## src/hw/uart_pkg.sv

```systemverilog
`default_nettype none

package uart_pkg;

	// frame layout, LSB first on the line
	localparam int DATA_WIDTH = 8;                  // data bits per frame
	localparam int FRAME_BITS = DATA_WIDTH + 3;     // start + data + parity + stop

	// receiver oversampling
	localparam int OS_RATE  = 8;                    // os ticks per bit
	localparam int OS_CNT_W = $clog2(OS_RATE);      // phase counter width

	// bit index has to reach FRAME_BITS itself
	localparam int BIT_CNT_W = $clog2(FRAME_BITS + 1);

	// field view of one frame, stop bit at the MSB
	typedef struct packed {
		logic                  stop;   // must be high
		logic                  parity; // even or odd over data
		logic [DATA_WIDTH-1:0] data;   // payload byte
		logic                  start;  // always low
	} uart_frame_s;

	// one frame word, flat for shifting and as fields for build and check
	typedef union packed {
		logic [FRAME_BITS-1:0] vec;    // bit 0 goes out first
		uart_frame_s           fields;
	} uart_frame_u;

endpackage

`default_nettype wire

```

## src/hw/uart_baud_gen.sv

```systemverilog
`timescale 1ns/1ps
`default_nettype none

module uart_baud_gen #(
	parameter int OS_DIV = 2 // tx_clk cycles per os tick, at least one
) (
	input  logic i_tx_clk,
	input  logic i_reset_tx,
	output logic o_os_tick,  // one cycle every OS_DIV cycles
	output logic o_bit_tick  // same cycle as every OS_RATE-th os tick
);
	import uart_pkg::*;

	localparam int DIV_W = (OS_DIV > 1) ? $clog2(OS_DIV) : 1; // no zero width at OS_DIV 1

	logic [DIV_W-1:0]    div_cnt_q; // cycles since last os tick
	logic [OS_CNT_W-1:0] phase_q;   // os ticks since last bit tick
	logic                div_wrap;  // this cycle closes an os period

	assign div_wrap = (div_cnt_q == DIV_W'(OS_DIV - 1));

	always_ff @(posedge i_tx_clk) begin
		if (i_reset_tx) begin
			div_cnt_q  <= '0;
			phase_q    <= '0;
			o_os_tick  <= 1'b0;
			o_bit_tick <= 1'b0;
		end else begin
			o_os_tick  <= div_wrap;                                     // first one OS_DIV after reset
			o_bit_tick <= div_wrap && (phase_q == OS_CNT_W'(OS_RATE - 1)); // rides on an os tick
			if (div_wrap) begin
				div_cnt_q <= '0;
				if (phase_q == OS_CNT_W'(OS_RATE - 1))
					phase_q <= '0;              // new bit period
				else
					phase_q <= phase_q + 1'b1;
			end else begin
				div_cnt_q <= div_cnt_q + 1'b1;
			end
		end
	end

endmodule

`default_nettype wire

```

## src/hw/uart_rx.sv

```systemverilog
`timescale 1ns/1ps
`default_nettype none

module uart_rx #(
	parameter bit PARITY_ODD = 1'b0 // 0 even, 1 odd
) (
	input  logic                           i_tx_clk,
	input  logic                           i_reset_tx,
	input  logic                           i_os_tick,  // OS_RATE pulses per bit
	input  logic                           i_serial,   // asynchronous line
	output logic [uart_pkg::DATA_WIDTH-1:0] o_rx_data,  // held until next frame
	output logic                           o_rx_valid, // one cycle per frame
	output logic                           o_rx_error  // parity or stop fault, with valid
);
	import uart_pkg::*;

	logic [2:0]           sync_q;     // line synchronizer, bit 2 is the safe copy
	logic                 line;       // synchronized line
	logic                 line_prev_q; // line one cycle earlier
	logic                 fall;       // high to low on the synchronized line
	logic                 active_q;   // frame in progress
	logic [OS_CNT_W-1:0]  os_cnt_q;   // os ticks since last sample point
	logic [BIT_CNT_W-1:0] bit_cnt_q;  // samples taken, start included
	logic                 start_pt;   // half a bit after the edge
	logic                 sample_pt;  // whole bit after previous sample
	logic                 last_bit;   // this sample is the stop bit
	logic                 parity_exp; // parity recomputed from received data
	uart_frame_u          frame_q;    // samples so far, newest at the MSB
	uart_frame_u          frame_d;    // frame including this cycle's sample

	assign line      = sync_q[2];
	assign fall      = line_prev_q && !line;
	assign start_pt  = active_q && i_os_tick && (bit_cnt_q == '0)
	                   && (os_cnt_q == OS_CNT_W'(OS_RATE / 2 - 1)); // fourth os tick
	assign sample_pt = active_q && i_os_tick && (bit_cnt_q != '0)
	                   && (os_cnt_q == OS_CNT_W'(OS_RATE - 1));     // eighth os tick
	assign last_bit  = (bit_cnt_q == BIT_CNT_W'(FRAME_BITS - 1));

	always_comb begin
		frame_d.vec = {line, frame_q.vec[FRAME_BITS-1:1]}; // shift in from the top
		parity_exp  = (^frame_d.fields.data) ^ PARITY_ODD;
	end

	always_ff @(posedge i_tx_clk) begin
		if (i_reset_tx) begin
			sync_q      <= 3'b111; // line reads idle out of reset
			line_prev_q <= 1'b1;
			active_q    <= 1'b0;
			os_cnt_q    <= '0;
			bit_cnt_q   <= '0;
			o_rx_valid  <= 1'b0;
			o_rx_error  <= 1'b0;
		end else begin
			sync_q      <= {sync_q[1:0], i_serial};
			line_prev_q <= line;
			o_rx_valid  <= 1'b0; // pulses only
			o_rx_error  <= 1'b0;
			if (!active_q) begin
				if (fall) begin
					active_q <= 1'b1; // edge only, a low stop bit does not retrigger
					os_cnt_q <= '0;
				end
			end else if (start_pt) begin
				os_cnt_q <= '0; // realign to mid start bit
				if (line)
					active_q <= 1'b0; // glitch, back to idle silently
				else
					bit_cnt_q <= bit_cnt_q + 1'b1;
			end else if (sample_pt) begin
				os_cnt_q <= '0;
				if (last_bit) begin
					active_q   <= 1'b0;
					bit_cnt_q  <= '0;
					o_rx_valid <= 1'b1;
					o_rx_error <= (frame_d.fields.parity != parity_exp) || !frame_d.fields.stop;
				end else begin
					bit_cnt_q <= bit_cnt_q + 1'b1;
				end
			end else if (i_os_tick) begin
				os_cnt_q <= os_cnt_q + 1'b1;
			end
		end
	end

	// sample shift register and received byte
	always_ff @(posedge i_tx_clk) begin
		if ((start_pt && !line) || sample_pt)
			frame_q <= frame_d; // start bit lands at bit 0 after the last shift
		if (sample_pt && last_bit)
			o_rx_data <= frame_d.fields.data;
	end

endmodule

`default_nettype wire

```

## src/hw/uart_top.sv

```systemverilog
`timescale 1ns/1ps
`default_nettype none

module uart_top #(
	parameter bit PARITY_ODD = 1'b0, // 0 even, 1 odd, both sides
	parameter int OS_DIV     = 2     // tx_clk cycles per os tick
) (
	input  logic                           tx_clk,
	input  logic                           reset_tx,   // synchronous, active high
	input  logic                           i_enable,   // send strobe
	input  logic [uart_pkg::DATA_WIDTH-1:0] i_data,     // byte to send
	input  logic                           i_serial,   // receive line
	output logic                           o_busy,     // transmitter occupied
	output logic                           o_serial,   // transmit line
	output logic [uart_pkg::DATA_WIDTH-1:0] o_rx_data,  // last received byte
	output logic                           o_rx_valid, // frame received
	output logic                           o_rx_error  // frame had a fault
);

	logic os_tick;  // oversample tick to receiver
	logic bit_tick; // bit tick to transmitter

	uart_baud_gen #(
		.OS_DIV(OS_DIV)
	) u_baud_gen (
		.i_tx_clk  (tx_clk),
		.i_reset_tx(reset_tx),
		.o_os_tick (os_tick),
		.o_bit_tick(bit_tick)
	);

	uart_tx #(
		.PARITY_ODD(PARITY_ODD)
	) u_tx (
		.i_tx_clk  (tx_clk),
		.i_reset_tx(reset_tx),
		.i_bit_tick(bit_tick),
		.i_enable  (i_enable),
		.i_data    (i_data),
		.o_busy    (o_busy),
		.o_serial  (o_serial)
	);

	uart_rx #(
		.PARITY_ODD(PARITY_ODD)
	) u_rx (
		.i_tx_clk  (tx_clk),
		.i_reset_tx(reset_tx),
		.i_os_tick (os_tick),
		.i_serial  (i_serial),
		.o_rx_data (o_rx_data),
		.o_rx_valid(o_rx_valid),
		.o_rx_error(o_rx_error)
	);

endmodule

`default_nettype wire

```

## src/hw/uart_tx.sv

```systemverilog
`timescale 1ns/1ps
`default_nettype none

module uart_tx #(
	parameter bit PARITY_ODD = 1'b0 // 0 even, 1 odd
) (
	input  logic                           i_tx_clk,
	input  logic                           i_reset_tx,
	input  logic                           i_bit_tick, // one pulse per bit period
	input  logic                           i_enable,   // request strobe, honoured when idle
	input  logic [uart_pkg::DATA_WIDTH-1:0] i_data,     // captured with an accepted enable
	output logic                           o_busy,     // high until the stop bit ends
	output logic                           o_serial    // line, idles high
);
	import uart_pkg::*;

	uart_frame_u          frame_q;    // remaining frame bits, next one at bit 0
	logic                 pending_q;  // loaded, start bit waits for a bit tick
	logic [BIT_CNT_W-1:0] bit_cnt_q;  // bits already driven on the line
	logic                 accept;     // enable taken this cycle
	logic                 frame_done; // stop bit has run its full period
	logic                 shift_en;   // drive next frame bit

	assign o_busy     = pending_q || (bit_cnt_q != '0);
	assign accept     = i_enable && !o_busy;                       // ignored while busy
	assign frame_done = i_bit_tick && (bit_cnt_q == BIT_CNT_W'(FRAME_BITS));
	assign shift_en   = i_bit_tick && o_busy && !frame_done;

	// control and line
	always_ff @(posedge i_tx_clk) begin
		if (i_reset_tx) begin
			pending_q <= 1'b0;
			bit_cnt_q <= '0;
			o_serial  <= 1'b1; // idle level
		end else begin
			if (accept)
				pending_q <= 1'b1; // busy shows next cycle
			if (shift_en) begin
				pending_q <= 1'b0;
				bit_cnt_q <= bit_cnt_q + 1'b1;
				o_serial  <= frame_q.vec[0]; // start bit on the first tick
			end else if (frame_done) begin
				bit_cnt_q <= '0;   // busy drops with this
				o_serial  <= 1'b1;
			end
		end
	end

	// frame register, built through the fields and emptied through the vector
	always_ff @(posedge i_tx_clk) begin
		if (accept) begin
			frame_q.fields.start  <= 1'b0;
			frame_q.fields.data   <= i_data;
			frame_q.fields.parity <= (^i_data) ^ PARITY_ODD; // odd flips the even bit
			frame_q.fields.stop   <= 1'b1;
		end else if (shift_en) begin
			frame_q.vec <= {1'b1, frame_q.vec[FRAME_BITS-1:1]}; // LSB first, fill with idle
		end
	end

endmodule

`default_nettype wire

```

## config.mk

```make
export PLATFORM = sky130hd
export DESIGN_NAME = uart_top
export DESIGN_NICKNAME = d
export VERILOG_FILES = /design/src/hw/uart_pkg.sv /design/src/hw/uart_baud_gen.sv /design/src/hw/uart_rx.sv /design/src/hw/uart_top.sv /design/src/hw/uart_tx.sv
export SDC_FILE = /design/constraint.sdc
export NUM_CORES = 1
export LEC_CHECK = 0
export ABC_CLOCK_PERIOD_IN_PS = 2400
export BUFFER_PORTS_ARGS = -buffer_cell sky130_fd_sc_hd__buf_2
export CAP_MARGIN = 40
export CORE_MARGIN = 4
export CORE_UTILIZATION = 45
export DETAILED_ROUTE_END_ITERATION = 8
export PLACE_DENSITY = 0.72
export SLEW_MARGIN = 20
export SYNTH_ARGS = -nofsm -noshare
export SYNTH_HDL_FRONTEND = slang
export SYNTH_HIERARCHICAL = 1
export SYNTH_SLANG_ARGS = --single-unit
export TNS_END_PERCENT = 30
```

## constraint.sdc

```tcl
create_clock -name tx_clk -period 2.4 [get_ports tx_clk]
set_input_delay 0.48 -clock tx_clk [delete_from_list [all_inputs] [get_ports tx_clk]]
set_output_delay 0.48 -clock tx_clk [all_outputs]
set_load 0.02 [all_outputs]
```

==> flow_summary_export.csv <==
group,metric,value,unit
final_layout,fin_cells,273,
synth,synth_top_family_by_area,"simple AND/OR/NAND/NOR gates",
floorplan,io_pins,24,
floorplan,num_rows,25,
run,maxCapViolCount,0,
worst_setup_path,end_kind,"flop",
route,final_antenna_net_count,0,
synth,syn-cell-area,0.002281,mm²
grt,grt_pass1_vias,1341,
clocking,numCtsBuffers,5,
grt,grt_pass1_wl,6127,µm
final_layout,layout_commonest_cell,"dfxtp_1",
worst_setup_path,crit_required,2.44,ns
synth,synth_area_leaders,"edfxtp_1 34%, dfxtp_1 24%, ha_1 5.5%, xnor2_1 4.6%, a22o_1 3.5%",
worst_setup_path,path_buf_inv,2,
clocking,cts_root_buffer,"clkbuf_8",
floorplan,start_util,47.35,%
synth,synth-simple-area-share,13.17,%
route,route.detailed.drc,0,
synth,synth_area_per_cell,12.74,µm²
sta,fmax,481.2,MHz
sta,fin_crit_sh,86.59,%
sta,skew,0.005838,ns
clocking,clkSinkCount,53,
route,wl_per_cell,13.12,µm
worst_setup_path,worst-r2r-setup-slack,0.32,ns
worst_setup_path,critical-path-max-stage-delay,0.41,ns
worst_setup_path,path_delay_family,"simple AND/OR/NAND/NOR gates",
final_layout,nets,228,
final_layout,final_layout_size_suffix_gt1_share,21.84,%
worst_setup_path,slowest_stage,"or2_2",
clocking,postCtsSetupBuffers,0,
sta,final-hold-violation-count,0,
sta,period_minus_slack,2.078,ns
floorplan,fp.coreArea,0.004817,mm²
grt,overflow,0,
final_layout,multi_input_area,887.1,µm²
synth,seq_area_frac_synth,57.93,%
synth,synth_compound_area_share,11.74,%
worst_setup_path,worstPathArrival,2.12,ns
power_and_ir_drop,power.density,603.8,mW/mm²
route,vias,1375,
synth,synth_cell_types,48,
grt,antenna_found_initial,0,
sta,slew_headroom,51.58,%
synth,synth_nets,201,
sta,maxSlewViolCount,0,
sta,worstMarginPinSlew,0.7237,ns
clocking,htree_num_levels,2,
clocking,clk_transition_reported_paths,0.09,ns
final_layout,regArea,0.001321,mm²
clocking,hold_buffers,0,
synth,syn_inst,179,
synth,netlist.area_leader.share,34.23,%
final_layout,fillers,438,
clocking,cts_resized,0,
synth,post-synth-top-area-cell,"edfxtp_1",
worst_setup_path,critPathMaxFanout,12,
worst_setup_path,path_cells,"inv_1 > ha_1 > or3b_1 > a21oi_1 > nor2b_1 > buf_4 > or2_2",
route,drt-vias-per-instance,5.037,
route,drt_iter0_drc,96,
place,dpl.hpwl,2515,µm
grt,grt_max_degree,22,
floorplan,dieArea,0.006272,mm²
synth,synth_seq_cells,53,
synth,yosysWarnings,6,
final_layout,syn_to_final_growth,10.86,%
final_layout,num_antenna_cells,0,
route,firstDrtPassIters,4,
synth,synthXorXnorAreaFrac,7.131,%
route,finalWirelength,3582,µm
worst_setup_path,startpoint_type,"flop",
synth,synth_mux_area_share,1.371,%
place,routabilityCongestion,0.7530,
sta,setup_tns,0,ns
floorplan,die_h,79.20,µm
floorplan,die_w,79.20,µm
grt,globalRouteTotalUtil,12.72,%
place,dp.cells,265,
clocking,clock_latency,0.30,ns
worst_hold_path,min_path_type,"in2reg",
power_and_ir_drop,ir_drop,0.0002582,V
sta,finalSetupViolations,0,
synth,synth-adder-area-share,5.485,%
clocking,tritoncts,"yes",
power_and_ir_drop,p_leak,0.9876,nW
clocking,cts_max_path_buffers,2,
final_layout,layout_common_cells,"27 x dfxtp_1, 26 x edfxtp_1, 23 x buf_2, 12 x xnor2_1, 11 x nor2_1",
sta,rsz0062_at_grt,"false",
worst_setup_path,crit_type,"reg2reg",
outcome,run_status,"completed",
place,io_buffers,23,
==> synthesized netlist by cell type, drive strengths merged <==
cell type	instances
nand4	1
buf	4
or2	5
and4bb	1
a31oi	1
o21a	1
a21o	1
a2111o	2
mux2	1
mux2i	2
nand4b	1
xor2	4
nor2	12
and3	2
or3b	3
o21ai	4
a22oi	3
nand3	2
a211o	1
nand2b	1
inv	10
and2	2
a41o	1
nor3	3
xnor2	12
a21oi	8
nor2b	4
a21boi	1
a2bb2oi	1
ha	10
a41oi	1
edfxtp	26
a22o	9
or4b	1
dfxtp	27
or4	2
xnor3	1
nand2	7
and3b	1
==> sequential cells by signal, indices dropped and copies added (netlist names), 3 cells and up <==
name and flops:
u_baud_gen/phase_q 3, u_rx/bit_cnt_q 4, u_rx/frame_q 9, u_rx/o_rx_data 8, u_rx/os_cnt_q 3, u_rx/sync_q 3, u_tx/bit_cnt_q 4, u_tx/frame_q 10
==> kinds of logic (layout without fill, tap and decap cells) <==
family                   after synthesis  count (layout)
AND/OR/NAND/NOR                       48              48
XOR/XNOR                              17              17
AO/OA/AOI/OAI                         34              34
multiplexers                           3               3
adder cells (fa/ha/maj)               10              10
flip-flops                            53              53
buffers and inverters                 14              41
==> power by group <==
group	internal (W)	leakage [nW]	total, W	switching (W)
sequential	0.000966	0.461	0.000977	0.0000106
clock	0.000197	0.0387	0.000461	0.000264
combinational	0.0000431	0.488	0.0000887	0.0000456
==> through the flow <==
| stage | setup WS, ns | cell area (µm²) | total power [W] | util [%] | hold WS [ns] |
|---|---|---|---|---|---|
| 6_report | 0.3219 | 2529 | 0.001527 | 52.49 | 0.3606 |
| 5_1_grt | 0.1656 | 2529 | 0.001590 | 52.49 | 0.3594 |
| 2_1_floorplan | 0.6239 | 2281 | 0.001064 | - | 0.3895 |
| 3_5_place_dp | 0.1838 | 2445 | 0.001087 | 50.75 | 0.4022 |
| 4_1_cts | 0.1536 | 2521 | 0.001537 | 52.34 | 0.3571 |
| 3_3_place_gp | 0.2323 | 2445 | 0.001084 | 50.75 | 0.3932 |
==> per-layer routing <==
metal	vias to the layer above	share of wire (%)	track usage, %
met2	28	45	19.87
met3	8	3.9	3.061
met4	0	2.4	6.701
met1	641	49	16.28
li1	698	-	-
met5	-	0	0
==> area by class of cell <==
| cell class | count | area share [%] |
|---|---|---|
| Clock buffer | 6 | 2.870 |
| Clock inverter | 1 | 0.1484 |
| Inverter | 10 | 1.484 |
| Multi-Input combinational cell | 112 | 35.08 |
| Sequential cell | 53 | 52.25 |
| Tap cell | 67 | 3.315 |
| Timing Repair Buffer | 24 | 4.849 |
==> path summary, 6_finish.rpt <==
| kind | start | end | cells after the start |
|---|---|---|---|
| setup / recovery | u_tx/bit_cnt_q[0] | u_tx/frame_q[1] | 7 |
| hold reg to reg | u_rx/sync_q[0] | u_rx/sync_q[1] | 1 |
| hold / removal | i_serial | u_rx/sync_q[0] | 2 |
| setup reg to reg | u_tx/bit_cnt_q[0] | u_tx/frame_q[1] | 7 |
No activity file was read; power rests on OpenSTA's default activity.
